File: src/rcu_cfg_pkg.sv
// register control unit sizes
package rcu_cfg_pkg;

    // architectural and physical register files
    localparam int arch_regs  = 32;
    localparam int phys_regs  = 32;
    localparam int preg_width = 5;

    // reorder buffer
    localparam int rob_depth = 8;
    localparam int rob_width = 3;

    // datapath
    localparam int data_width = 64;
    localparam int pc_width   = 32;

    typedef logic [preg_width-1:0] preg_t;
    typedef logic [$clog2(arch_regs)-1:0] areg_t;
    typedef logic [rob_width-1:0] rob_line_t;

endpackage
File: src/free_list.sv
// physical register free list
`timescale 1ns/1ps

module free_list import rcu_cfg_pkg::*; (
    input  logic  clk,
    input  logic  reset,
    input  logic  trap,
    input  logic  alloc,
    input  logic  free_en,
    input  preg_t free_preg,
    input  logic  commit_alloc,
    output preg_t alloc_preg,
    output logic  empty
);

    // one extra pointer bit tells full from empty
    preg_t               slots [phys_regs];
    logic [preg_width:0] rd_ptr;
    logic [preg_width:0] cm_rd_ptr;
    logic [preg_width:0] wr_ptr;
    logic [preg_width:0] count;
    logic                full;

    assign count      = wr_ptr - rd_ptr;
    assign empty      = (rd_ptr == wr_ptr);
    assign full       = (count == (preg_width + 1)'(phys_regs - 1));
    assign alloc_preg = slots[rd_ptr[preg_width-1:0]];

    always_ff @(posedge clk) begin
        if (reset) begin
            // P1..P31 in ascending order, P0 never enters the queue
            for (int i = 0; i < phys_regs - 1; i++) begin
                slots[i] <= preg_t'(i + 1);
            end
            rd_ptr    <= '0;
            cm_rd_ptr <= '0;
            wr_ptr    <= (preg_width + 1)'(phys_regs - 1);
        end else begin
            if (free_en) begin
                slots[wr_ptr[preg_width-1:0]] <= free_preg;
                wr_ptr <= wr_ptr + 1'b1;
            end
            if (commit_alloc) begin
                cm_rd_ptr <= cm_rd_ptr + 1'b1;
            end
            // rewind to the commit point, counting a commit in the same cycle
            if (trap) begin
                rd_ptr <= commit_alloc ? cm_rd_ptr + 1'b1 : cm_rd_ptr;
            end else if (alloc) begin
                rd_ptr <= rd_ptr + 1'b1;
            end
        end
    end

    a_no_alloc_empty: assert property (@(posedge clk) disable iff (reset) alloc |-> !empty);
    a_no_free_full: assert property (@(posedge clk) disable iff (reset) free_en |-> !full);

endmodule

File: config.mk
export PLATFORM = sky130hd
export DESIGN_NAME = free_list
export DESIGN_NICKNAME = d
export VERILOG_FILES = /design/src/rcu_cfg_pkg.sv /design/src/free_list.sv
export SDC_FILE = /design/constraint.sdc
export NUM_CORES = 1
export LEC_CHECK = 0
export ABC_AREA = 1
export CORE_MARGIN = 3
export CORE_UTILIZATION = 40
export DETAILED_ROUTE_END_ITERATION = 7
export DONT_BUFFER_PORTS = 1
export PLACE_DENSITY = 0.52
export SYNTH_ARGS = -nofsm -noshare
export SYNTH_HDL_FRONTEND = slang
export SYNTH_SLANG_ARGS = --single-unit
File: constraint.sdc
create_clock -name clk -period 5 [get_ports clk]
set_clock_uncertainty 0.1 [all_clocks]
set_input_delay 0.75 -clock clk [delete_from_list [all_inputs] [get_ports clk]]
set_output_delay 0.75 -clock clk [all_outputs]
set_load 0.03 [all_outputs]
==> impl_metrics.ini <==
[global_route]
grt_pass1_vias = 6342
grt_pass1_wl_mm = 36.1
use_met2 = 0.326
grt_max_degree = 81
groute.usage.overall = 0.197
gr-usage-met1 = 0.267
grt_overflow = 0
use_met3 = 0.0364
gr-max-usage-layer = met2
antenna_found_initial = 1

[floorplan]
core_um2 = 21400
die_h_um = 155
initial_core_util = 0.415
die_x_um = 155
row_count = 53
die_area_um2 = 24100
io-pin-count = 17

[cells_and_area]
area_growth_pct = 7.81
design_area_um2 = 9590
n_antenna_cell = 0
n_fill_cell = 2116
drive_gt1_frac = 0.110
layout.nets = 972
fin_util = 0.448
fin_cells = 1243

[cts]
clk_pin_slew_ns = 0.06
numCtsBuffers = 17
cts_setup_buffers = 0
root_buffer = clkbuf_16
cts_tree = yes
h-tree-depth = 4
clock_latency_ns = 0.43
post_cts_resized = 0
clkSinkCount = 183
cts_hold_buffers = 0
clockBufferDepth = 2

[route]
viasPerCell = 5.17
dr.pass1.iters = 5
ant_nets = 0
drt_iter0_markers = 406
drc_errors = 0
dr_total_vias = 6427
wl_per_cell_um = 18.4
postRouteWirelength_mm = 22.9

[sta]
fmax_mhz = 283
tns_ns = 0
worst_pin_slew_ns = 1.00
fin_crit_sh = 0.706
rsz0062_at_grt = no
hold_viol = 0
finalWorstSetupSlack_ns = 1.47
timing.hold.ws_ns = 0.280
period_needed_ns = 3.53
slew_headroom = 0.326
drv_slew = 0
finalSetupViolations = 0

[worst_setup_path]
crit_fanout = 41
worstPathRequired_ns = 4.15
worstPathCellList = buf_4, inv_1, buf_4, nand3_1, nand3_1, nand2_1, nand2_1, nand2_1, nand2_1, nand2_1
slowest_delay_ns = 0.42
crit_buf_inv = 3
r2r_start = wr_ptr[2]
crit_path_top_delay_cell = buf_4
worstPathArrival_ns = 2.68
start_kind = flop
cpMostUsedCell = nand2_1
rr_worst_depth = 6
crit_type = flop to output pin
r2r_end = slots[7][0]
end_kind = output pin
rrSetupSlack_ns = 2.82
crit_family = buffers and inverters

[run_status]
status = completed

[placed_design]
post_dp_cell_area_um2 = 9050
place_inst = 1211
preCtsSetupSlack_ns = 1.92
dp_hpwl_mm = 14.5
globalplace.congestion = 0.831
port_buffers = 0

[yosys]
ys_seq_area_frac = 0.592
synth_area_per_cell_um2 = 9.08
synth-warning-count = 0
syn_nets = 997
synth-compound-area-share = 0.0152
ys_seq_elements = 183
synth_xor_area_frac = 0.00295
syn_inst = 980
synth_top_family_by_area = simple AND/OR/NAND/NOR gates
yosys.area_share.simple = 0.321
synthMuxAreaShare = 0
synth_area_um2 = 8890
synth_cell_type_count = 31
synth-adder-area-share = 0.00844

[power_and_ir_drop]
p_per_area_nw_per_um2 = 354
power_leakage_nw = 3.49
peakVddDrop_uv = 229
power.total_mw = 3.39

[min_path]
hold_path_end = cm_rd_ptr[5]
whs_path_depth = 1
hp-class = input port to flop
min-delay-start = reset

[flow_run]
maxCapViolCount = 0
==> state kept, by name, summed over array words and instances, names as in the netlist, named ones only <==
register,cells
slots,160
cm_rd_ptr,6
rd_ptr,6
wr_ptr,6
==> cells in the final DEF (no fill, tap or decap) <==
master	n
edfxtp_1	160
ha_1	6
or2_2	2
buf_4	9
nor3_2	1
inv_2	28
nor2_4	24
a211oi_1	1
clkinv_4	1
a22o_1	1
clkbuf_16	17
o21ai_0	9
nand2_2	2
clkinv_1	6
inv_1	37
nand3_1	131
o22ai_1	1
nand4_1	7
nand2_8	3
clkinv_2	2
nor2_8	1
dfxtp_2	1
o21ai_1	2
inv_6	2
inv_4	5
a21oi_1	9
nor3_1	9
clkbuf_8	3
xor2_1	3
nand2_1	365
dfxtp_1	22
nor2_1	89
a31oi_1	2
nor2_2	4
clkinvlp_4	1
clkbuf_1	2
==> final cells by class <==
class | count | area (um2) | area share
well taps | 275 | 344 | 0.0359
inverters | 72 | 273 | 0.0284
repair buffers | 9 | 67.6 | 0.00705
flip-flops and latches | 183 | 5270 | 0.549
clock buffers | 22 | 474 | 0.0495
multi-input cells | 672 | 3100 | 0.323
clock inverters | 10 | 68.8 | 0.00718
==> per-layer routing <==
metal	vias to the layer above	routed length, um
met5	-	0
met4	0	379
met3	26	1160
met2	164	11100
met1	3079	10200
li1	3158	-
==> where the power goes <==
part	switching, mW	total, mW	internal (mW)	leakage [nW]
registers	0.0242	1.72	1.70	1.56
logic	0.304	0.398	0.0942	1.65
clock network	0.593	1.27	0.679	0.272
==> cells in the mapped netlist (all sizes together) <==
cell type,count,share of area
a21oi,9,0.0051
xor2,3,0.0030
inv,71,0.030
nand3,131,0.074
edfxtp,160,0.54
nand2,370,0.16
nand4,7,0.0049
a211oi,1,0.00084
ha,6,0.0084
nor2,118,0.073
clkinv,1,0.00042
or2,2,0.0014
clkbuf,24,0.010
a22o,1,0.00098
buf,29,0.019
dfxtp,23,0.052
a31oi,2,0.0014
o21ai,11,0.0062
o22ai,1,0.00070
nor3,10,0.0062
==> cells by family after synthesis <==
kind of cell             count (synthesis)
adder cells (fa/ha/maj)                  6
AND/OR/NAND/NOR                        638
AO/OA/AOI/OAI                           25
flip-flops                             183
XOR/XNOR                                 3
buffers and inverters                  125
==> how the worst max path moves through the flow <==
stage / depth (start not counted) / endpoint / start
finish: 10 / alloc_preg[4] / flop
floorplan: 5 / empty / wr_ptr[2]
CTS: 10 / alloc_preg[1] / flop
detailed placement: 10 / alloc_preg[1] / flop
global placement: 10 / alloc_preg[4] / flop
global route: 10 / alloc_preg[2] / flop
No activity file was read; power rests on OpenSTA's default activity.
