===== config.mk =====
export PLATFORM = sky130hd
export DESIGN_NAME = phys_regfile
export DESIGN_NICKNAME = d
export VERILOG_FILES = /design/src/rcu_cfg_pkg.sv /design/src/phys_regfile.sv
export SDC_FILE = /design/constraint.sdc
export NUM_CORES = 2
export LEC_CHECK = 0
export ABC_CLOCK_PERIOD_IN_PS = 4450
export BUFFER_PORTS_ARGS = -buffer_cell sky130_fd_sc_hd__buf_2
export CAP_MARGIN = 25
export CORE_UTILIZATION = 30
export DETAILED_ROUTE_END_ITERATION = 10
export HOLD_SLACK_MARGIN = 0.03
export PLACE_DENSITY = 0.48
export SLEW_MARGIN = 20
export SYNTH_ARGS = -nofsm -noshare
export SYNTH_HDL_FRONTEND = slang
export SYNTH_SLANG_ARGS = --single-unit

===== constraint.sdc =====
create_clock -name clk -period 4.45 [get_ports clk]
set_input_delay 0.2225 -clock clk [delete_from_list [all_inputs] [get_ports clk]]
set_output_delay 0.2225 -clock clk [all_outputs]
set_load 0.01 [all_outputs]

===== src/rcu_cfg_pkg.sv =====
// register control unit sizes
package rcu_cfg_pkg;

    // architectural and physical register files
    localparam int arch_regs  = 32;
    localparam int phys_regs  = 32;
    localparam int preg_width = 5;

    // reorder buffer
    localparam int rob_depth = 8;
    localparam int rob_width = 3;

    // datapath
    localparam int data_width = 64;
    localparam int pc_width   = 32;

    typedef logic [preg_width-1:0] preg_t;
    typedef logic [$clog2(arch_regs)-1:0] areg_t;
    typedef logic [rob_width-1:0] rob_line_t;

endpackage

===== src/phys_regfile.sv =====
// physical register file
`timescale 1ns/1ps

module phys_regfile import rcu_cfg_pkg::*; (
    input  logic                  clk,
    input  logic                  reset,
    input  preg_t                 rs1_preg,
    input  preg_t                 rs2_preg,
    input  logic                  wb_en,
    input  preg_t                 wb_preg,
    input  logic [data_width-1:0] wb_data,
    input  logic                  alloc_en,
    input  preg_t                 alloc_preg,
    output logic [data_width-1:0] rs1_data,
    output logic [data_width-1:0] rs2_data,
    output logic                  rs1_ready,
    output logic                  rs2_ready
);

    logic [data_width-1:0] data_q  [phys_regs];
    logic                  ready_q [phys_regs];
    logic                  wb_write;

    // instructions without a destination write back to P0, nothing is stored
    assign wb_write = wb_en && (wb_preg != '0);

    assign rs1_data  = (rs1_preg == '0) ? '0 : data_q[rs1_preg];
    assign rs2_data  = (rs2_preg == '0) ? '0 : data_q[rs2_preg];
    assign rs1_ready = (rs1_preg == '0) || ready_q[rs1_preg];
    assign rs2_ready = (rs2_preg == '0) || ready_q[rs2_preg];

    always_ff @(posedge clk) begin
        if (reset) begin
            for (int i = 0; i < phys_regs; i++) begin
                ready_q[i] <= 1'b1;
            end
        end else begin
            if (alloc_en) begin
                ready_q[alloc_preg] <= 1'b0;
            end
            if (wb_write) begin
                ready_q[wb_preg] <= 1'b1;
            end
        end
    end

    always_ff @(posedge clk) begin
        if (wb_write) begin
            data_q[wb_preg] <= wb_data;
        end
    end

    // a real write-back only lands on a register allocated and not yet written
    a_wb_pending: assert property (@(posedge clk) disable iff (reset)
        wb_write |-> !ready_q[wb_preg]);

endmodule


==> impl_metrics.env <==
export IMPL_run_status="completed"
export IMPL_cp_required_ns=4.23
export IMPL_vdd_drop_max_uv=356
export IMPL_start_kind="input port"
export IMPL_finalHoldViolCount=0
export IMPL_grt_pass1_vias=56037
export IMPL_area_growth_pct=16.7
export IMPL_worst_slew_pin_transition_ns=1.04
export IMPL_p_per_area_nw_per_um2=402
export IMPL_min_path_type="in -> reg"
export IMPL_synth_flop_cell="edfxtp_1"
export IMPL_synth_area_per_cell_um2=20.5
export IMPL_cp_end_kind="output pin"
export IMPL_crit_fanout=58
export IMPL_ant_nets=0
export IMPL_clock_sinks=2080
export IMPL_grt_util_met1=0.280
export IMPL_grt_overflow=0
export IMPL_finClkSkew_ns=0
export IMPL_setup_violations=0
export IMPL_core_area_um2=318000
export IMPL_finalMaxSlewViolations=0
export IMPL_synthCells=4675
export IMPL_vias=54403
export IMPL_fp_row_count=207
export IMPL_cts_buffer_depth=4
export IMPL_synth_area_leaders="edfxtp_1 (64%), mux4_2 (22%), mux2i_1 (4.0%)"
export IMPL_leakagePower_uw=0.0359
export IMPL_via_per_inst=5.74
export IMPL_synth_cell_types=49
export IMPL_grt_max_degree=110
export IMPL_drive_gt1_frac=0.342
export IMPL_fin_crit_sh=0.748
export IMPL_holdPathStages=4
export IMPL_avgRoutedWirePerCell_um=35.7
export IMPL_fin_crit_ns=3.33
export IMPL_worstSkewPairLatency_ns=0.90
export IMPL_cp_arrival_ns=3.11
export IMPL_yosysTopAreaCell="edfxtp_1"
export IMPL_syn_area_um2=95700
export IMPL_met2_usage=0.349
export IMPL_htreeDepth=4
export IMPL_routabilityCongestion=0.753
export IMPL_first_iter_violations=5904
export IMPL_ys_async_sr_fraction=0
export IMPL_grt_pass1_wl_mm=467
export IMPL_dr_pass1_iters=6
export IMPL_use_met3=0.0312
export IMPL_rsz0062_at_grt="false"
export IMPL_ios=218
export IMPL_yosys_warnings=0
export IMPL_cts_buffers=233
export IMPL_reg2regPathDepth=4
export IMPL_wl_mm=339
export IMPL_cts_tree="yes"
export IMPL_die_w_um=567
export IMPL_synth_top_cell_area_share=0.642
export IMPL_yosysSeqAreaShare=0.649
export IMPL_slew_headroom=0.304
export IMPL_busiest_layer="met2"
export IMPL_die_area_um2=321000
export IMPL_fmax_mhz=300
export IMPL_die_h_um=567
export IMPL_finalInstanceArea_um2=112000
export IMPL_synth_seq_cells=2080
export IMPL_cts_root_buffer="clkbuf_16"
export IMPL_final_setup_tns_ns=0
export IMPL_synth_edf_count=2048
export IMPL_antenna_found_initial=29
export IMPL_grt_use_total=0.207
export IMPL_io_buffers=217
export IMPL_cts_resized=0
export IMPL_cap_violations=0
export IMPL_placed_area_um2=103000
export IMPL_final_nets=5195
export IMPL_start_util=0.301
export IMPL_hpwl_mm=179
export IMPL_crit_type="in -> out"
export IMPL_clk_pin_slew_ns=0.06
export IMPL_final_cell_mix="edfxtp_1 (2048), mux4_2 (945), mux2i_1 (379)"
export IMPL_layout_commonest_cell="edfxtp_1"
export IMPL_drc_errors=0
==> stage by stage <==
stage                     power (uW)  std cells   util  hold WS, ns  worst slack [ns]
after CTS                      45400       9474  0.351        0.113              1.07
final                          44900       9482  0.351        0.178              1.12
after detailed placement       26400       8968  0.326        0.491              1.05
after global placement         26400       8963  0.325        0.484              1.02
after global routing           46300       9476  0.351        0.187             0.959
after floorplan                24600       4738      -        0.321             0.301
==> critical path, cell delays in order <==
cell and delay, ns:
buf_8 0.65, buf_12 0.43, mux4_2 0.58, a22o_1 0.24, a211o_1 0.31, and3_1 0.21
buf_2 0.15
==> synthesized netlist by cell type (all sizes together) (7+ instances only) <==
cell type / count
a22oi: 25
o22a: 12
mux4: 945
buf: 219
nand3: 8
nand3b: 9
o21ai: 40
and3: 62
nor2: 47
a221oi: 15
a22o: 112
a21oi: 10
and2: 7
dfxtp: 32
mux2i: 379
mux2: 49
o221ai: 121
nand2b: 7
clkbuf: 172
a21o: 41
or2: 9
edfxtp: 2048
a211oi: 24
o22ai: 83
a211o: 94
nor3: 23
nand2: 32
nor2b: 10
==> final cells by class <==
class	count	area [um2]
timing repair buffer	525	4800
clock inverter	142	1310
antenna	8	20.0
fill	29431	206000
inverter	3	21.3
clock buffer	280	6030
multi-input combinational	2264	32100
sequential	2080	62100
tap	4180	5230
==> report_power, final <==
part | total, uW | switching (uW) | leakage (uW) | internal, uW
logic | 4080 | 2400 | 0.0136 | 1680
registers | 21900 | 110 | 0.0188 | 21800
clock network | 18900 | 7970 | 0.00361 | 11000
==> per-layer routing <==
metal  wire length, um  share of wire  vias to the layer above
met3             21700          0.064                      469
li1                  -              -                    21505
met2            166000           0.49                     2221
met5                87        0.00026                        -
met4              9180          0.027                       14
met1            141000           0.42                    30194
==> sequential cells by signal, indices dropped and copies added (netlist names) <==
| name | cells |
|---|---|
| ready_q | 32 |
| data_q | 2048 |
==> repair_timing <==
item / CTS / global route
hold buffers: 84 / 0
hold endpoints to repair: 2080 / 0
setup buffers: 0 / 0
==> logic make-up (layout without fill, tap and decap cells) <==
family,after synthesis,count (layout),synth area share
buf+inv,394,950,0.0209
flops,2080,2080,0.649
mux,1373,1373,0.268
simple gates,239,239,0.0138
compound gates,588,588,0.0485
other cells,1,72,0.0000392
==> worst paths after layout <==
kind               start           end  slack (ns)
max          rs2_preg[0]  rs2_data[11]        1.12
min           wb_preg[1]   ready_q[27]        0.18
max reg2reg  ready_q[11]   ready_q[11]        2.62
min reg2reg  ready_q[26]   ready_q[26]        0.51
Power figures use the tool's default switching activity.
