### config.mk
export PLATFORM = sky130hd
export DESIGN_NAME = reorder_buffer
export DESIGN_NICKNAME = d
export VERILOG_FILES = /design/src/rcu_op_pkg.sv /design/src/rcu_cfg_pkg.sv /design/src/reorder_buffer.sv
export SDC_FILE = /design/constraint.sdc
export NUM_CORES = 1
export LEC_CHECK = 0
export ABC_AREA = 1
export BUFFER_PORTS_ARGS = -buffer_cell sky130_fd_sc_hd__buf_2
export CORE_MARGIN = 3
export CORE_UTILIZATION = 45
export DETAILED_ROUTE_END_ITERATION = 16
export GPL_ROUTABILITY_DRIVEN = 0
export SLEW_MARGIN = 20
export SYNTH_ARGS = -nofsm -noshare
export SYNTH_HDL_FRONTEND = slang
export SYNTH_SLANG_ARGS = --single-unit
### constraint.sdc
create_clock -name clk -period 12.2 [get_ports clk]
set_clock_uncertainty 0.05 [all_clocks]
set_input_delay 1.83 -clock clk [delete_from_list [all_inputs] [get_ports clk]]
set_output_delay 1.83 -clock clk [all_outputs]
set_load 0.005 [all_outputs]
### src/rcu_op_pkg.sv
// instruction kinds
package rcu_op_pkg;

    // kind carried through the reorder buffer
    // store issues only at the head
    typedef enum logic [1:0] {
        op_alu   = 2'd0,
        op_load  = 2'd1,
        op_store = 2'd2
    } op_kind_t;

endpackage

### src/rcu_cfg_pkg.sv
// register control unit sizes
package rcu_cfg_pkg;

    // architectural and physical register files
    localparam int arch_regs  = 32;
    localparam int phys_regs  = 32;
    localparam int preg_width = 5;

    // reorder buffer
    localparam int rob_depth = 8;
    localparam int rob_width = 3;

    // datapath
    localparam int data_width = 64;
    localparam int pc_width   = 32;

    typedef logic [preg_width-1:0] preg_t;
    typedef logic [$clog2(arch_regs)-1:0] areg_t;
    typedef logic [rob_width-1:0] rob_line_t;

endpackage
### src/reorder_buffer.sv
// reorder buffer with in-order issue and commit
`timescale 1ns/1ps

module reorder_buffer import rcu_cfg_pkg::*, rcu_op_pkg::*; (
    input  logic                clk,
    input  logic                reset,
    input  logic                trap,
    input  logic                dispatch_valid,
    input  op_kind_t            dispatch_kind,
    input  logic [pc_width-1:0] dispatch_pc,
    input  areg_t               dispatch_rd,
    input  logic                dispatch_uses_rd,
    input  preg_t               src1_preg,
    input  preg_t               src2_preg,
    input  preg_t               old_preg,
    input  preg_t               alloc_preg,
    input  logic                free_empty,
    input  logic                src_ready1,
    input  logic                src_ready2,
    input  logic                fu_ready,
    input  logic                wb_valid,
    input  rob_line_t           wb_rob_line,
    output logic                dispatch_ready,
    output logic                alloc,
    output logic                commit_alloc,
    output logic                free_en,
    output preg_t               free_preg,
    output preg_t               wb_preg,
    output preg_t               issue_prs1,
    output preg_t               issue_prs2,
    output logic                issue_valid,
    output op_kind_t            issue_kind,
    output rob_line_t           issue_rob_line,
    output preg_t               issue_prd,
    output logic                commit_valid,
    output logic [pc_width-1:0] commit_pc,
    output areg_t               commit_rd,
    output preg_t               commit_prd
);

    // entry payload
    op_kind_t            kind_q  [rob_depth];
    logic [pc_width-1:0] pc_q    [rob_depth];
    areg_t               rd_q    [rob_depth];
    preg_t               prs1_q  [rob_depth];
    preg_t               prs2_q  [rob_depth];
    preg_t               prd_q   [rob_depth];
    preg_t               old_q   [rob_depth];

    logic [rob_depth-1:0] used_q;
    logic [rob_depth-1:0] issued_q;
    logic [rob_depth-1:0] finished_q;
    rob_line_t            tail_ptr;
    rob_line_t            iss_ptr;
    rob_line_t            cm_ptr;

    logic dispatch_fire;
    logic needs_preg;
    logic issue_fire;
    logic iss_store;

    assign dispatch_ready = !used_q[tail_ptr] && !free_empty;
    assign dispatch_fire  = dispatch_valid && dispatch_ready && !trap;
    assign needs_preg     = dispatch_uses_rd && (dispatch_rd != '0);
    assign alloc          = dispatch_fire && needs_preg;

    // head of the issue queue
    assign issue_prs1     = prs1_q[iss_ptr];
    assign issue_prs2     = prs2_q[iss_ptr];
    assign issue_kind     = kind_q[iss_ptr];
    assign issue_prd      = prd_q[iss_ptr];
    assign issue_rob_line = iss_ptr;
    assign iss_store      = (kind_q[iss_ptr] == op_store);
    assign issue_valid    = used_q[iss_ptr] && !issued_q[iss_ptr] && src_ready1 && src_ready2
                            && (!iss_store || iss_ptr == cm_ptr) && !trap;
    assign issue_fire     = issue_valid && fu_ready;

    assign wb_preg = prd_q[wb_rob_line];

    // commit at the head once finished
    assign commit_valid = used_q[cm_ptr] && finished_q[cm_ptr];
    assign commit_pc    = pc_q[cm_ptr];
    assign commit_rd    = rd_q[cm_ptr];
    assign commit_prd   = prd_q[cm_ptr];
    assign free_preg    = old_q[cm_ptr];
    assign free_en      = commit_valid && (old_q[cm_ptr] != '0);
    assign commit_alloc = commit_valid && (prd_q[cm_ptr] != '0);

    always_ff @(posedge clk) begin
        if (dispatch_fire) begin
            kind_q[tail_ptr] <= dispatch_kind;
            pc_q[tail_ptr]   <= dispatch_pc;
            rd_q[tail_ptr]   <= needs_preg ? dispatch_rd : '0;
            prs1_q[tail_ptr] <= src1_preg;
            prs2_q[tail_ptr] <= src2_preg;
            prd_q[tail_ptr]  <= needs_preg ? alloc_preg : '0;
            old_q[tail_ptr]  <= needs_preg ? old_preg : '0;
        end
    end

    always_ff @(posedge clk) begin
        if (reset) begin
            used_q     <= '0;
            issued_q   <= '0;
            finished_q <= '0;
            tail_ptr   <= '0;
            iss_ptr    <= '0;
            cm_ptr     <= '0;
        end else if (trap) begin
            // squash everything in flight, keep the tail where it is
            used_q     <= '0;
            issued_q   <= '0;
            finished_q <= '0;
            iss_ptr    <= tail_ptr;
            cm_ptr     <= tail_ptr;
        end else begin
            if (dispatch_fire) begin
                used_q[tail_ptr] <= 1'b1;
                tail_ptr         <= tail_ptr + 1'b1;
            end
            if (issue_fire) begin
                issued_q[iss_ptr] <= 1'b1;
                iss_ptr           <= iss_ptr + 1'b1;
            end
            if (wb_valid) begin
                finished_q[wb_rob_line] <= 1'b1;
            end
            if (commit_valid) begin
                used_q[cm_ptr]     <= 1'b0;
                issued_q[cm_ptr]   <= 1'b0;
                finished_q[cm_ptr] <= 1'b0;
                cm_ptr             <= cm_ptr + 1'b1;
            end
        end
    end

    a_wb_live: assert property (@(posedge clk) disable iff (reset)
        wb_valid |-> used_q[wb_rob_line] && issued_q[wb_rob_line]);
    a_commit_done: assert property (@(posedge clk) disable iff (reset)
        commit_valid |-> issued_q[cm_ptr]);

endmodule

==> impl_metrics.csv, run 1 <==
group,metric,value,unit
outcome,status,"complete, no violations",
clock_tree,cts-resized-gates,0,
critical_path,cp-end-kind,"output port",
flow_run,maxCapViolCount,0,
floorplanning,dieHeight,223,um
detailed_routing,ant_nets,0,
grt,antenna_found_initial,4,
timing,tns,0,ns
detailed_routing,finalWirelength,52200,um
synthesis,post-synth-top-area-cell,"edfxtp_1",
pwr,p_seq_share,53.0,%
timing,final-max-slew-violation-count,0,
timing,period_share,43.2,%
clock_tree,cts.clk_slew.worst_paths,0.06,ns
critical_path,cp-start-kind,"flip-flop",
critical_path,worstReg2RegStart,"tail_ptr[0]",
grt,grt_max_degree,91,
clock_tree,clockBufferDepth,3,
timing,layout_min_cycle_time,5.27,ns
clock_tree,cts_tree,"done",
pwr,p_int,0.00285,W
critical_path,rr_worst_depth,8,
timing,slew_headroom,26.4,%
clock_tree,h-tree-depth,2,
pwr,p_per_area,152,mW/mm2
detailed_routing,vias,14300,
floorplanning,io_pins,150,
synthesis,synth_area_leaders,"edfxtp_1 (67%), nor2_1 (7.6%), o21ai_0 (6.7%), dfxtp_1 (3.7%), nand2_1 (2.4%)",
critical_path,critical_path.max_fanout,81,
synthesis,syn_area,0.0212,mm2
floorplanning,initial_core_util,46.1,%
clock_tree,hold_buffers,0,
synthesis,synth_cell_types,44,
grt,grt.total_usage,20.7,%
timing,hold_violations,0,
layout,drive_gt1_share,14.7,%
synthesis,seq_area_frac_synth,70.5,%
synthesis,yosys_warnings,0,
pwr,leakagePower,8.39,nW
critical_path,crit_type,"reg2out",
critical_path,timing.rr.end,"prs1_q[3][0]",
timing,worst_hold_slack,0.453,ns
pwr,power,0.00365,W
critical_path,required,10.32,ns
placement,hpwl,28300,um
timing,worst_pin_slew,1.10,ns
detailed_routing,drt_iter0_markers,1218,
min_path,min_path_cells,2,
critical_path,r2r_setup_slack,8.67,ns
clock_tree,post_cts_buffers,0,
clock_tree,cts-root-buf,"clkbuf_16",
pwr,power.switching,0.000805,W
synthesis,netlist_instances,1854,
synthesis,synth_fp_nets,1929,
grt,grt_pass1_vias,14000,
clock_tree,cts_inserted_buffers,53,
pwr,power.share.switching,22.0,%
placement,portBuffers,149,
layout,nets,2043,
floorplanning,rows,78,
timing,rsz0062_at_grt,"false",
grt,grt_pass1_wl,80800,um
clock_tree,clk_latency,0.59,ns
pwr,pwr-share-comb,5.9,%
detailed_routing,dr.pass1.iters,5,
synthesis,yosysTopAreaCellShare,66.8,%
detailed_routing,viasPerCell,5.48,
layout,area_growth,13.3,%
min_path,hold_path_class,"reg2reg",
floorplanning,core,0.0460,mm2
timing,fmax,190,MHz
detailed_routing,wire_per_inst,20.0,um
detailed_routing,drc,0,
pwr,max-vdd-ir-drop,0.102,mV
floorplanning,dieArea,0.0498,mm2
critical_path,endpoint,"free_en",
timing,setup_violations,0,
grt,overflow,0,
floorplanning,dieWidth,223,um
clock_tree,cts_sinks,511,
critical_path,critPathArrivalTime,3.39,ns
pwr,pwr-share-clk,41.1,%
synthesis,synth_area_per_cell,11.4,um2
synthesis,synth_seq_cells,511,
## worst max-delay path, cell delays in order (launching register included)
cell	delay [ns]
dfxtp_4	0.35
buf_4	0.63
buf_4	0.72
o21ai_0	0.19
o22ai_1	0.20
nand2_1	0.08
nand2_1	0.12
nor2_1	0.05
a31oi_1	0.22
buf_2	0.16
## cells in the final DEF, fill, tap and decap left out, drive strengths merged, types with 39 or more instances in the layout
cell	synthesis	routed
o22ai	58	58
dfxtp	39	39
clkbuf	58	68
buf	57	174
a31oi	58	58
nand3	40	40
inv	107	108
edfxtp	472	472
o21ai	290	290
nor2	439	439
nand2	135	135
a21oi	49	49
## cell families (layout without fill, tap and decap cells)
logic type | Yosys count | in the layout | share of synthesized area (%)
and+or+nand+nor | 624 | 624 | 11.7
DFF | 511 | 511 | 70.5
AOI/OAI and AO/OA | 487 | 487 | 12.9
buffers and inverters | 223 | 378 | 4.54
xor gates and xnor gates | 6 | 6 | 0.248
adders and majority gates | 3 | 3 | 0.177
other | 0 | 1 | 0
## layer usage
| metal | vias up | wire length, um | GRT usage, % |
|---|---|---|---|
| met5 | - | 43 | 0 |
| met3 | 83 | 3370 | 3.96 |
| met1 | 6946 | 23100 | 28.4 |
| met2 | 469 | 24500 | 33.9 |
| met4 | 8 | 1110 | 6.09 |
| li1 | 6809 | - | - |
## registers in the layout (all words and copies together), names as in the netlist, 16 cells and up, named ones only
name / cells
pc_q: 256
prs2_q: 40
old_q: 40
kind_q: 16
prd_q: 40
prs1_q: 40
rd_q: 40
## how the worst min path moves through the flow
stage	to	startpoint
2_1_floorplan	finished_q[4]	finished_q[4]
3_3_place_gp	finished_q[6]	finished_q[6]
3_5_place_dp	finished_q[5]	finished_q[5]
4_1_cts	finished_q[4]	finished_q[4]
5_1_grt	finished_q[5]	finished_q[5]
6_report	finished_q[1]	finished_q[1]
## metrics by stage
| step | cell area, um2 | std cells | util, % | setup WS [ns] |
|---|---|---|---|---|
| after floorplan | 21200 | 1854 | - | 3.49 |
| after global placement | 22400 | 2513 | 48.8 | 6.91 |
| after detailed placement | 22400 | 2513 | 48.8 | 6.93 |
| after CTS | 24000 | 2609 | 52.3 | 6.82 |
| after global routing | 24000 | 2609 | 52.3 | 6.61 |
| final | 24000 | 2610 | 52.3 | 6.93 |
## synth_stat cells (all sizes together)
cell type / number
edfxtp: 472
nor2: 439
o21ai: 290
nand2: 135
inv: 107
a31oi: 58
clkbuf: 58
o22ai: 58
buf: 57
a21oi: 49
nand3: 40
dfxtp: 39
o211ai: 11
o21bai: 8
nand4: 5
xnor2: 5
o2111ai: 4
ha: 3
a211oi: 2
and2: 2
o21a: 2
a221oi: 1
a32oi: 1
a41oi: 1
clkinv: 1
nand3b: 1
nor3: 1
nor4: 1
o221ai: 1
o41ai: 1
xor2: 1
## power groups by stage
stage,Clock [W],Sequential (W),Combinational (W)
3_5_place_dp,0,0.00197,0.000216
5_1_grt,0.00162,0.00194,0.000241
6_report,0.00150,0.00194,0.000215
4_1_cts,0.00154,0.00193,0.000217
2_1_floorplan,0,0.00197,0.000130
3_3_place_gp,0,0.00197,0.000212
## layout make-up
type | instances | area [um2]
Timing Repair Buffer | 174 | 933
Clock buffer | 68 | 1400
Tap cell | 600 | 751
Inverter | 108 | 413
Multi-Input combinational cell | 1120 | 5360
Clock inverter | 28 | 210
Fill cell | 4036 | 21900
Sequential cell | 511 | 15000
Antenna cell | 1 | 2.50
No activity file was read; power rests on OpenSTA's default activity.
==> run 2: changes to the inputs <==
==> constraint.sdc (replaced) <==
create_clock -name clk -period 4.69 [get_ports clk]
set_clock_uncertainty 0.05 [all_clocks]
set_input_delay 0.7035 -clock clk [delete_from_list [all_inputs] [get_ports clk]]
set_output_delay 0.7035 -clock clk [all_outputs]
set_load 0.005 [all_outputs]
==> run 2 against run 1 <==
Effect of this change:
- clock-buffer cell count decreased by 1
- critical endpoint is now commit_alloc
- setup slack got worse by 6.0 ns
- first-iteration DRC count about the same
- die area unchanged
- flip-flop and latch count stayed put
- largest power group unchanged
- worst hold slack got worse by 0.12 ns
- final cell count grew 0.11%
==> impl_metrics.csv, run 2 (synthesized netlist as in run 1, its figures left out) <==
group,metric,value,unit
pwr,max-vdd-ir-drop,0.338,mV
clock_tree,h-tree-depth,2,
timing,period_share,81.2,%
detailed_routing,dr.pass1.iters,7,
layout,final_area,0.0242,mm2
grt,grt.total_usage,20.5,%
critical_path,rr_worst_depth,8,
pwr,leakagePower,8.46,nW
floorplanning,core,0.0460,mm2
timing,layout_min_cycle_time,3.81,ns
detailed_routing,viasPerCell,5.46,
critical_path,timing.rr.end,"pc_q[6][14]",
clock_tree,cts_inserted_buffers,52,
min_path,hold_path_class,"in2reg",
critical_path,cp-start-kind,"flip-flop",
grt,grt_pass1_vias,13800,
clock_tree,clk_latency,0.59,ns
clock_tree,cts_sinks,511,
detailed_routing,wire_per_inst,19.9,um
grt,grt_max_degree,175,
clock_tree,clockBufferDepth,3,
clock_tree,hold_buffers,0,
critical_path,critical_path.max_fanout,79,
timing,worst_pin_slew,1.11,ns
layout,drive_gt1_share,15.1,%
timing,final-max-slew-violation-count,0,
flow_run,maxCapViolCount,0,
layout,largest_reg_flops,256,
floorplanning,dieArea,0.0498,mm2
timing,setup_violations,0,
critical_path,cp-end-kind,"output port",
pwr,pwr-share-clk,41.9,%
timing,tns,0,ns
critical_path,worstReg2RegStart,"tail_ptr[0]",
pwr,pwr-share-comb,5.9,%
grt,grt_pass1_wl,80600,um
pwr,p_int,0.00752,W
timing,slew_headroom,25.9,%
detailed_routing,ant_nets,0,
layout,final_common_cell,"edfxtp_1",
clock_tree,post_cts_buffers,0,
timing,hold_violations,0,
detailed_routing,vias,14300,
layout,area_growth,14.0,%
critical_path,r2r_setup_slack,1.62,ns
placement,hpwl,28400,um
floorplanning,dieWidth,223,um
pwr,power.share.switching,22.0,%
critical_path,required,3.94,ns
layout,top_register,"pc_q",
timing,rsz0062_at_grt,"false",
critical_path,crit_type,"reg2out",
layout,layout_common_cells,"edfxtp_1 (472), nor2_1 (423), o21ai_0 (283), buf_2 (149), nand2_1 (133)",
timing,fmax,263,MHz
placement,placed_area,0.0225,mm2
clock_tree,cts-resized-gates,0,
outcome,status,"complete, no violations",
pwr,p_per_area,398,mW/mm2
grt,overflow,0,
pwr,p_seq_share,52.2,%
floorplanning,dieHeight,223,um
detailed_routing,drc,0,
floorplanning,rows,78,
pwr,power.switching,0.00212,W
floorplanning,initial_core_util,46.1,%
clock_tree,cts_tree,"done",
critical_path,endpoint,"commit_alloc",
grt,antenna_found_initial,4,
clock_tree,cts-root-buf,"clkbuf_16",
critical_path,critPathArrivalTime,3.06,ns
floorplanning,io_pins,150,
layout,nets,2045,
detailed_routing,drt_iter0_markers,1217,
clock_tree,cts.clk_slew.worst_paths,0.06,ns
detailed_routing,finalWirelength,52000,um
placement,portBuffers,149,
[run 2: cell types whose count changed in the layout (fill, tap and decap cells not counted), moves of 2 or more]
cell        previous run  this run
clkinv_2               6        10
clkbuf_8               0         2
buf_12                 0         5
clkinv_1              14        12
clkbuf_1              14        10
buf_4                 25        23
clkinvlp_2             2         0
[run 2: final cells by class]
type	instances	area (um2)
diodes	1	2.50
clock buffers	67	1440
clock inverters	29	228
fillers	3943	21800
inverters	108	413
multi-input cells	1120	5370
flip-flops and latches	511	15000
well taps	600	751
repair buffers	177	1020
[run 2: per-layer routing]
layer | up-vias | share of wire (%) | global-route usage [%]
met5 | - | 0.067 | 0
met4 | 6 | 1.9 | 5.68
met3 | 77 | 6.4 | 3.82
met2 | 407 | 48 | 33.5
met1 | 6964 | 44 | 28.4
li1 | 6817 | - | -
[run 2: worst max-delay path: stages, from the launching register on]
cell and delay [ns]:
dfxtp_4 0.51, buf_4 0.79, a21oi_1 0.07, o21ai_0 0.12, o21ai_0 0.10, o21ai_0 0.53, a41oi_1 0.19, buf_2 0.16
[run 2: power groups by stage]
| stage | clock (W) | combinational, W | sequential (W) |
|---|---|---|---|
| 5_1_grt | 0.00433 | 0.000638 | 0.00503 |
| 6_report | 0.00404 | 0.000567 | 0.00503 |
| 3_3_place_gp | 0 | 0.000563 | 0.00513 |
| 2_1_floorplan | 0 | 0.000339 | 0.00511 |
| 4_1_cts | 0.00412 | 0.000574 | 0.00503 |
| 3_5_place_dp | 0 | 0.000571 | 0.00513 |
[run 2: worst min path at each step]
stage                    endpoint  depth (start not counted)            start  slack [ns]
finish                pc_q[3][12]                          1  dispatch_pc[12]        0.33
global route         prs2_q[2][4]                          1     src2_preg[4]        0.32
CTS                  prs1_q[2][1]                          1     src1_preg[1]        0.29
detailed placement  finished_q[2]                          2    finished_q[2]        0.43
global placement    finished_q[6]                          2    finished_q[6]        0.42
floorplan           finished_q[4]                          2    finished_q[4]        0.40
[run 2: through the flow]
stage | power (W) | hold slack (ns) | std cells | util [%] | worst slack, ns
floorplan | 0.00545 | 0.402 | 1854 | - | 0.357
global placement | 0.00569 | 0.423 | 2516 | 49.0 | 1.51
finish | 0.00963 | 0.329 | 2613 | 52.6 | 0.881
global route | 0.0100 | 0.315 | 2613 | 52.6 | 0.561
detailed placement | 0.00570 | 0.429 | 2516 | 49.0 | 1.53
CTS | 0.00973 | 0.292 | 2612 | 52.6 | 0.888
