[config.mk]
export PLATFORM = sky130hd
export DESIGN_NAME = rename_table
export DESIGN_NICKNAME = d
export VERILOG_FILES = /design/src/rcu_cfg_pkg.sv /design/src/rename_table.sv
export SDC_FILE = /design/constraint.sdc
export NUM_CORES = 1
export LEC_CHECK = 0
export BUFFER_PORTS_ARGS = -buffer_cell sky130_fd_sc_hd__buf_2
export CAP_MARGIN = 20
export CORE_MARGIN = 1.5
export CORE_UTILIZATION = 38
export DETAILED_ROUTE_END_ITERATION = 10
export GPL_TIMING_DRIVEN = 1
export PLACE_DENSITY_LB_ADDON = 0.08
export SETUP_SLACK_MARGIN = 0.1
export SLEW_MARGIN = 25
export SYNTH_ARGS = -nofsm -noshare
export SYNTH_HDL_FRONTEND = slang
export SYNTH_SLANG_ARGS = --single-unit
[constraint.sdc]
create_clock -name clk -period 3.4 [get_ports clk]
set_input_delay 0.51 -clock clk [delete_from_list [all_inputs] [get_ports clk]]
set_output_delay 0.51 -clock clk [all_outputs]
set_load 0.01 [all_outputs]
[src/rcu_cfg_pkg.sv]
// register control unit sizes
package rcu_cfg_pkg;

    // architectural and physical register files
    localparam int arch_regs  = 32;
    localparam int phys_regs  = 32;
    localparam int preg_width = 5;

    // reorder buffer
    localparam int rob_depth = 8;
    localparam int rob_width = 3;

    // datapath
    localparam int data_width = 64;
    localparam int pc_width   = 32;

    typedef logic [preg_width-1:0] preg_t;
    typedef logic [$clog2(arch_regs)-1:0] areg_t;
    typedef logic [rob_width-1:0] rob_line_t;

endpackage
[src/rename_table.sv]
// speculative and committed rename maps
`timescale 1ns/1ps

module rename_table import rcu_cfg_pkg::*; (
    input  logic  clk,
    input  logic  reset,
    input  logic  trap,
    input  logic  rename_en,
    input  areg_t rs1,
    input  areg_t rs2,
    input  areg_t rd,
    input  preg_t new_preg,
    input  logic  commit_en,
    input  areg_t commit_rd,
    input  preg_t commit_preg,
    output preg_t src1_preg,
    output preg_t src2_preg,
    output preg_t old_preg
);

    preg_t spec_map [arch_regs];
    preg_t cm_map   [arch_regs];

    // x0 is never renamed so it stays on P0
    assign src1_preg = spec_map[rs1];
    assign src2_preg = spec_map[rs2];
    assign old_preg  = spec_map[rd];

    always_ff @(posedge clk) begin
        if (reset) begin
            for (int i = 0; i < arch_regs; i++) begin
                spec_map[i] <= '0;
                cm_map[i]   <= '0;
            end
        end else begin
            if (commit_en) begin
                cm_map[commit_rd] <= commit_preg;
            end
            if (trap) begin
                // restore, including a commit landing on this edge
                for (int i = 0; i < arch_regs; i++) begin
                    spec_map[i] <= (commit_en && commit_rd == areg_t'(i)) ? commit_preg
                                                                          : cm_map[i];
                end
            end else if (rename_en) begin
                spec_map[rd] <= new_preg;
            end
        end
    end

endmodule

==> summary.txt, run 1 <==
Global route
  • Initial antenna violation count: 1
  • Grt total ovfl: 0
  • Vias in the first global route: 12800
  • Pin count of the biggest net entering global routing: 80
  • GRT Resource Usage Total: 26.3%
  • First-pass GRT wire length: 93.3 mm

Clock network
  • Total CTS buffers: 39
  • Worst-skew pair later-pin latency: 0.58 ns
  • CTS H-tree lvls: 2
  • CTS Hold Bufs: 0
  • Post-CTS setup buffer count: 0
  • CTS tree: done
  • CTS resizes: 0
  • CTS max path bufs: 3
  • CTS Root Buffer Type: clkbuf_16
  • Clock transition at the registers of the reported paths: 0.06 ns
  • Clock sinks: 320

Place
  • Dpl hpwl: 45.6 mm
  • Port Buf Inserts: 49
  • Placed Area: 0.0197 mm²
  • DP Cell Count: 1969
  • Gpl congestion: 0.948

STA
  • Final setup viols: 0
  • Hold_ws: 0.615 ns
  • Post-layout min period: 3.08 ns
  • Max Clock Skew: 0.0310 ns
  • Max Freq: 325 MHz
  • Unrepaired setup endpoints after global routing: no
  • Final Hold Vio Count: 0
  • Slew Limit Fails: 0
  • Setup TNS: 0 ns
  • Slew margin rel.: 27.9%
  • Least-Margin Pin Slew: 1.08 ns
  • Final Cycle Share: 90.5%

Logic synthesis
  • Fraction of registers with async set/reset: 0%
  • Yosys cell types: 35
  • Seq/Total Area, Yosys: 51.8%
  • Seq cells post-synth: 320
  • Cell Area, Synth: 0.0186 mm²
  • Primary FF master, synth: edfxtp_1
  • Syn Nets: 1412
  • Syn Area/Cell: 13.5 µm²
  • Count leader, synth: edfxtp_1
  • Synth Instances: 1377
  • Post-synth top cells: edfxtp_1, nor2_1, mux2i_1
  • Ys Warns: 0
  • Synth area leaders: edfxtp_1, mux4_2, mux2i_1, o2bb2ai_1, nor2_1
  • Post-synth top area cell: edfxtp_1
  • Yosys top cell area share: 51.8%
  • EDFF count, synth: 320

Routing
  • Post-route antenna net violation count: 0
  • Wire per inst: 31.9 µm
  • Total wire length: 65.1 mm
  • Drt drc: 0
  • Starting DRT DRC Count: 1489
  • Drt via density: 6.23
  • Via count: 12700
  • DR pass1 iterations: 8

Die
  • Boundary Pins: 50
  • Die width: 224 µm
  • Initial core utilization: 38.7%
  • Rows: 80
  • Core Area: 0.0479 mm²
  • Die Ht: 224 µm
  • DIE AREA: 0.0502 mm²

Critical path
  • Crit Path Max Fanout: 3
  • Worst EP arrival: 2.57 ns
  • Crit Path Category: flip-flop to output pin
  • CP endpoint kind: output pin
  • CP startpoint kind: flip-flop
  • Critical Path RT: 2.89 ns

Hold path
  • Hold Crit Class: flip-flop to flip-flop

Job
  • Max cap viols: 0

Cells and area
  • Fin nets: 1430
  • Share of cells above drive strength 1: 26.2%
  • Finished Layout Cells: 2040
  • Final Util: 43.7%
  • Synth-to-layout area growth: 12.9%
  • Final instance area: 0.0209 mm²
  • N_diodes: 0

Power and ir drop
  • LEAKAGE: 7.69 nW
  • PwrDens: 497 mW/mm²
  • Worst VDD drop: 0.299 mV

Status
  • Status: complete, no violations
## metrics by stage
step	worst slack (ns)	power, W
detailed placement	0.405	0.00623
global placement	0.411	0.00622
finish	0.322	0.0104
floorplan	0.792	0.00562
global route	0.264	0.0107
CTS	0.301	0.0105
## flip-flops by register name, summed over array words and instances, names as in the netlist
register	count
cm_map	160
spec_map	160
## per-layer routing
layer | vias to the layer above | GRT usage, % | routed length (µm)
met4 | 0 | 7.30 | 1630
met1 | 6583 | 36.7 | 28200
li1 | 5465 | - | -
met5 | - | 0 | 0
met2 | 572 | 39.3 | 28700
met3 | 97 | 8.58 | 6580
## logic make-up (layout without fill, tap and decap cells)
family                 after synthesis  after routing  share of synthesized area, %
AND/OR/NAND/NOR                    380            380                          9.69
flip-flops                         320            320                          51.8
multiplexers                       310            310                          26.2
AO/OA/AOI/OAI                      212            212                          8.75
buffers and inverters              155            203                          3.53
## report_power, final
| part | total (W) | leakage [nW] | switching [W] | internal, W |
|---|---|---|---|---|
| Sequential | 0.00490 | 3.27 | 0.000269 | 0.00463 |
| Clock | 0.00424 | 0.632 | 0.00170 | 0.00254 |
| Combinational | 0.00126 | 3.79 | 0.000708 | 0.000552 |
## worst max-delay path, cell delays in order, from the launching register on
cell      delay, ns
edfxtp_1       0.51
mux4_2         0.50
mux4_2         0.51
mux2_2         0.32
buf_2          0.15
## worst paths after layout
kind,from,endpoint,slack [ns],depth (start not counted)
hold reg to reg,cm_map[2][1]$_SDFFCE_PN0P_,spec_map[2][1]$_DFFE_PP_,0.61,2
setup / recovery,spec_map[27][1]$_DFFE_PP_,src2_preg[1],0.32,4
setup reg to reg,cm_map[30][3]$_SDFFCE_PN0P_,spec_map[30][3]$_DFFE_PP_,2.15,2
hold / removal,cm_map[2][1]$_SDFFCE_PN0P_,spec_map[2][1]$_DFFE_PP_,0.61,2
## cell usage in the layout, fill, tap and decap left out, types with 2 or more instances in the layout
cell        instances
a22oi_1            20
and3_1              3
and3b_1             5
buf_12              9
buf_2              48
buf_4              74
bufinv_16           5
clkbuf_1            5
clkbuf_16          40
clkinv_1            8
clkinv_2            7
clkinvlp_4          2
edfxtp_1          320
inv_6               2
mux2_2             10
mux2i_1           160
mux4_2            140
nand2_1           105
nand2b_1           35
nand3b_1            2
nand4_1             5
nor2_1            177
nor2_2              3
nor2_4              2
nor3_1              2
nor3_2             14
nor3b_1             6
nor3b_2             5
o21ai_0            32
o2bb2ai_1          90
o31ai_1            70
or2_2               6
or3b_2              3
## final cells by class
type                       instances  area (µm²)
clock buffer                      45        1020
tap                              615         769
inverter                           1        3.75
timing repair buffer             131         976
multi-input combinational        902        8290
clock inverter                    26         275
sequential                       320        9610
fill                            4335       27000
(Power assumes the default switching activity.)
==> run 2, diff against run 1 <==
- CAP_MARGIN: 20 -> 40
- PLACE_DENSITY: not set -> 0.52
- PLACE_DENSITY_LB_ADDON: 0.08 -> not set
==> run 2 against run 1 <==
Net effect: die area unchanged; sequential power about the same; fmax increased by 1.5%; global-route usage decreased by 1.2 points; highest routed layer unchanged; clock-buffer cell count increased by 5; wire length decreased by 3.8%; non-clock buffer count decreased by 5; clock power decreased by 7.5%.
==> summary.txt, run 2 (synthesized netlist as in run 1, its figures left out) <==
Status
  • Status: complete, no violations

Die
  • Initial core utilization: 38.7% (unchanged)
  • Boundary Pins: 50 (unchanged)
  • Die Ht: 224 µm (unchanged)
  • Die width: 224 µm (unchanged)
  • Rows: 80 (unchanged)
  • DIE AREA: 0.0502 mm² (unchanged)
  • Core Area: 0.0479 mm² (unchanged)

Critical path
  • CP endpoint kind: output pin
  • Crit Path Max Fanout: 3 (unchanged)
  • Critical Path RT: 2.89 ns (about the same)
  • R2r setup slk: 2.23 ns (+0.08 ns)
  • RR Startpoint: cm_map[29][2]$_SDFFCE_PN0P_
  • Reg2Reg Depth: 2 (unchanged)
  • Capture point of the worst reg-to-reg path: spec_map[29][2]$_DFFE_PP_
  • Setup crit start: spec_map[23][4]$_DFFE_PP_
  • Worst EP arrival: 2.52 ns (-0.05 ns)
  • CP startpoint kind: flip-flop
  • Crit Path Category: flip-flop to output pin

STA
  • Post-layout min period: 3.03 ns (-0.0468 ns)
  • Slew margin rel.: 41.3% (+13 points)
  • Max Clock Skew: 0.0122 ns (-0.0187 ns)
  • Unrepaired setup endpoints after global routing: no
  • Final setup viols: 0 (unchanged)
  • Slew Limit Fails: 0 (unchanged)
  • Least-Margin Pin Slew: 0.874 ns (-0.207 ns)
  • Setup TNS: 0 ns (unchanged)
  • Final Hold Vio Count: 0 (unchanged)
  • Max Freq: 330 MHz (+1.5%)
  • Final Cycle Share: 89.1% (-1.4 points)
  • Hold_ws: 0.543 ns (-0.0723 ns)

Routing
  • Via count: 12700 (-0.42%)
  • Starting DRT DRC Count: 1402 (-5.8%)
  • Post-route antenna net violation count: 0 (unchanged)
  • DR pass1 iterations: 5 (-3)
  • Total wire length: 62.6 mm (-3.8%)
  • Wire per inst: 30.9 µm (-3.3%)
  • Drt via density: 6.24 (+0.16%)
  • Drt drc: 0 (unchanged)

Hold path
  • Worst hold path depth: 3 (+1)
  • Hold Path End: spec_map[18][1]$_DFFE_PP_
  • Beginning of the worst hold path: new_preg[1]
  • Hold Crit Class: input pin to flip-flop

Clock network
  • CTS H-tree lvls: 2 (unchanged)
  • Post-CTS setup buffer count: 0 (unchanged)
  • CTS tree: done
  • Worst-skew pair later-pin latency: 0.56 ns (-0.02 ns)
  • Clock transition at the registers of the reported paths: 0.06 ns (about the same)
  • CTS resizes: 0 (unchanged)
  • CTS Root Buffer Type: clkbuf_16
  • CTS Hold Bufs: 0 (unchanged)
  • Total CTS buffers: 37 (-5.1%)
  • Clock sinks: 320 (unchanged)
  • CTS max path bufs: 3 (unchanged)

Power and ir drop
  • PwrDens: 483 mW/mm² (-2.7%)
  • LEAKAGE: 7.62 nW (-0.86%)
  • Worst VDD drop: 0.287 mV (-3.9%)

Cells and area
  • Commonest non-fill, non-tap cell in the layout: edfxtp_1
  • Share of cells above drive strength 1: 25.3% (-0.91 points)
  • Regs by FF count: cm_map: 160 flops, spec_map: 160 flops
  • Most frequent cells in the layout: edfxtp_1, nor2_1, mux2i_1
  • Synth-to-layout area growth: 12.3%
  • N_diodes: 0 (unchanged)
  • Final Util: 43.5% (-0.22 points)
  • Fin nets: 1423 (-0.49%)

Place
  • Gpl congestion: 0.962 (+1.4%)
  • Port Buf Inserts: 49 (unchanged)
  • Dpl hpwl: 44.5 mm (-2.5%)

Global route
  • Vias in the first global route: 12400 (-3.4%)
  • Grt total ovfl: 0 (unchanged)
  • GRT Resource Usage Total: 25.1% (-1.2 points)
  • Pin count of the biggest net entering global routing: 62 (-23%)
  • Initial antenna violation count: 3 (+2)
  • First-pass GRT wire length: 89.3 mm (-4.3%)

Job
  • Max cap viols: 0 (unchanged)
[run 2: changes by cell type in the layout (fill, tap and decap cells not counted), sizes merged]
cell and change:
clkinvlp -1, buf -7, bufinv -2, clkinv -7
clkbuf +7, inv -2
[run 2: how the worst max path moves through the flow]
stage	endpoint	slack (ns)	depth (start not counted)
after floorplan	src2_preg[0]	0.79	5
after global placement	src1_preg[2]	0.40	6
after detailed placement	src1_preg[2]	0.39	6
after CTS	src1_preg[1]	0.37	4
after global routing	src1_preg[0]	0.30	6
final	src2_preg[4]	0.37	4
[run 2: layout make-up]
cell class                 instances  area [µm²]
multi-input combinational        902        8290
clock inverter                    14         144
inverter                           1        3.75
clock buffer                      50        1020
tap                              615         769
sequential                       320        9610
fill                            4298       27100
timing repair buffer             126        1000
[run 2: routing by layer]
| layer | global-route usage (%) | part of all wire (%) |
|---|---|---|
| met4 | 6.28 | 2.1 |
| met2 | 38.0 | 44 |
| met1 | 34.9 | 44 |
| met3 | 8.15 | 9.9 |
| met5 | 0 | 0 |
[run 2: through the flow]
step,instance area [µm²],power (W),cells,setup slack [ns]
6_report,20800,0.0101,2028,0.369
5_1_grt,20800,0.0103,2028,0.301
4_1_cts,20800,0.0101,2025,0.370
3_5_place_dp,19700,0.00622,1961,0.395
3_3_place_gp,19600,0.00620,1957,0.402
2_1_floorplan,18600,0.00562,1377,0.792
[run 2: power by group]
part	switching, W	leakage (nW)	internal (W)
registers	0.000271	3.27	0.00463
clock network	0.00160	0.562	0.00232
logic	0.000693	3.79	0.000560
[run 2: critical path, cell delays in order, from the launching register on]
cell	delay, ns
edfxtp_1	0.51
mux4_2	0.51
mux4_2	0.50
mux2_2	0.31
buf_2	0.15
==> run 3, diff against run 2 <==
- CORE_ASPECT_RATIO: not set -> 1.1
==> run 3 against run 2 <==
Net effect: utilization grew 0.19 points; sequential share of layout area shrank 0.28 points; clock power is essentially flat; hold slack lost 0.028 ns; power grew 0.19%; critical endpoint is now old_preg[1].
==> summary.txt, run 3 (synthesized netlist as in run 1, its figures left out) <==
Clock network
  • Post-CTS setup buffer count: 0 (unchanged)
  • Clock sinks: 320 (unchanged)
  • Clock transition at the registers of the reported paths: 0.06 ns (about the same)
  • Total CTS buffers: 36 (-2.7%)
  • CTS max path bufs: 3 (unchanged)
  • CTS H-tree lvls: 2 (unchanged)
  • CTS tree: done
  • CTS Root Buffer Type: clkbuf_16
  • CTS Hold Bufs: 0 (unchanged)
  • CTS resizes: 0 (unchanged)
  • Worst-skew pair later-pin latency: 0.55 ns (about the same)

Power and ir drop
  • Worst VDD drop: 0.341 mV (+19%)
  • Overall power: 0.0101 W (+0.19%)
  • LEAKAGE: 7.67 nW (+0.57%)
  • PwrDens: 481 mW/mm² (-0.41%)

Cells and area
  • Commonest non-fill, non-tap cell in the layout: edfxtp_1
  • Regs by FF count: cm_map: 160 flops, spec_map: 160 flops
  • Synth-to-layout area growth: 13.0%
  • Fin nets: 1428 (+0.35%)
  • Area taken by multi-input logic gates: 0.00829 mm² (unchanged)
  • Most frequent cells in the layout: edfxtp_1, nor2_1, mux2i_1
  • Filler cells: 4330 (+0.74%)
  • Share of cells above drive strength 1: 26.2% (+0.95 points)
  • Sequential Area: 0.00961 mm² (unchanged)

Critical path
  • Top delay family on crit path: flip-flops
  • Critical path buffers and inverters: 1 (unchanged)
  • Crit path max-delay cell type: edfxtp_1
  • R2r setup slk: 2.35 ns (+0.12 ns)
  • Capture point of the worst reg-to-reg path: spec_map[16][0]$_DFFE_PP_
  • Crit Path Max Fanout: 3 (unchanged)
  • Crit Path Category: flip-flop to output pin
  • Worst-path cell chain: mux4_2 -> a22oi_1 -> nand4_1 -> buf_2
  • Slowest Stage Delay on Critical Path: 0.55 ns (+0.04 ns)
  • Critical Path RT: 2.89 ns (about the same)
  • CP startpoint kind: flip-flop
  • CP endpoint kind: output pin
  • RR Startpoint: cm_map[16][0]$_SDFFCE_PN0P_
  • Worst EP arrival: 2.56 ns (+0.04 ns)
  • Reg2Reg Depth: 2 (unchanged)

Global route
  • Pin count of the biggest net entering global routing: 91 (+47%)
  • Grt total ovfl: 0 (unchanged)
  • GRT Resource Usage Total: 25.3% (+0.19 points)
  • Initial antenna violation count: 5 (+2)
  • First-pass GRT wire length: 89.7 mm (+0.39%)
  • Vias in the first global route: 12600 (+1.6%)

Routing
  • Drt via density: 6.15 (-1.5%)
  • Total wire length: 62.6 mm (about the same)
  • Via count: 12700 (+0.26%)
  • Wire length on met3: 5.29 mm (-14%)
  • Top Layer Used: met5
  • Wl on met1: 26.3 mm (-3.7%)
  • Starting DRT DRC Count: 1380 (-1.6%)
  • Met2 WL: 29.4 mm (+6.0%)
  • Post-route antenna net violation count: 0 (unchanged)
  • DR pass1 iterations: 5 (unchanged)
  • Wire per inst: 30.3 µm (-1.8%)
  • Drt drc: 0 (unchanged)

Die
  • Rows: 84 (+5.0%)
  • Boundary Pins: 50 (unchanged)
  • Die width: 214 µm (-4.6%)
  • Core Area: 0.0480 mm² (+0.18%)
  • Initial core utilization: 38.6% (-0.069 points)
  • DIE AREA: 0.0502 mm² (about the same)
  • Die Ht: 235 µm (+4.8%)

Status
  • Status: complete, no violations

Place
  • Gpl congestion: 0.991 (+3.0%)
  • Setup Slack @ Placement: 0.445 ns (+0.0503 ns)
  • Dpl hpwl: 45.2 mm (+1.6%)
  • Port Buf Inserts: 49 (unchanged)

Hold path
  • Hold Path End: spec_map[31][1]$_DFFE_PP_
  • Beginning of the worst hold path: new_preg[1]
  • Hold Crit Class: input pin to flip-flop
  • Worst hold path depth: 3 (unchanged)

STA
  • Setup slack after layout: 0.327 ns (-0.0425 ns)
  • Final Hold Vio Count: 0 (unchanged)
  • Unrepaired setup endpoints after global routing: no
  • Max Freq: 325 MHz (-1.4%)
  • Final Cycle Share: 90.4% (+1.3 points)
  • Slew margin rel.: 50.4% (+9.1 points)
  • Least-Margin Pin Slew: 0.740 ns (-0.134 ns)
  • Post-layout min period: 3.07 ns (+0.0425 ns)
  • Final setup viols: 0 (unchanged)
  • Slew Limit Fails: 0 (unchanged)
  • Max Clock Skew: 0.0151 ns (+0.00283 ns)
  • Setup TNS: 0 ns (unchanged)

Job
  • Max cap viols: 0 (unchanged)
-- run 3: tightest hold or removal path, cell delays in order --
cell	delay, ns
buf_2	0.22
nand2_1	0.10
o31ai_1	0.06
-- run 3: routing by layer --
layer  global-route usage (%)  vias up
met5                        0        -
met4                     6.83        8
met3                     5.71      105
met2                     40.1      614
met1                     34.9     6536
li1                         -     5433
-- run 3: area by class of cell --
class	instances	share of cell area, %
Sequential cell	320	45.8
Clock buffer	38	4.43
Timing Repair Buffer	132	5.14
Antenna cell	1	0.0119
Tap cell	645	3.85
Multi-Input combinational cell	902	39.6
Clock inverter	26	1.16
Inverter	1	0.0179
-- run 3: per-stage QoR --
| stage | util [%] | area, µm² | hold slack, ns | std cells |
|---|---|---|---|---|
| global placement | 40.9 | 19600 | 0.592 | 1993 |
| finish | 43.7 | 21000 | 0.514 | 2065 |
| CTS | 43.6 | 21000 | 0.492 | 2063 |
| floorplan | - | 18600 | 0.563 | 1377 |
| global route | 43.7 | 21000 | 0.517 | 2065 |
| detailed placement | 41.2 | 19800 | 0.594 | 1999 |
-- run 3: worst max path at each step --
stage | cells past startpoint | startpoint | end | slack, ns
global route | 4 | spec_map[31][2]$_DFFE_PP_ | src1_preg[2] | 0.26
floorplan | 5 | rs2[1] | src2_preg[0] | 0.79
finish | 4 | spec_map[31][1]$_DFFE_PP_ | old_preg[1] | 0.33
global placement | 6 | rs1[1] | src1_preg[0] | 0.45
detailed placement | 6 | rs1[1] | src1_preg[0] | 0.45
CTS | 4 | spec_map[31][3]$_DFFE_PP_ | src2_preg[3] | 0.32
-- run 3: power breakdown --
part / internal (W) / total [W] / switching, W
clock network: 0.00229 / 0.00392 / 0.00163
registers: 0.00463 / 0.00492 / 0.000291
logic: 0.000564 / 0.00124 / 0.000681
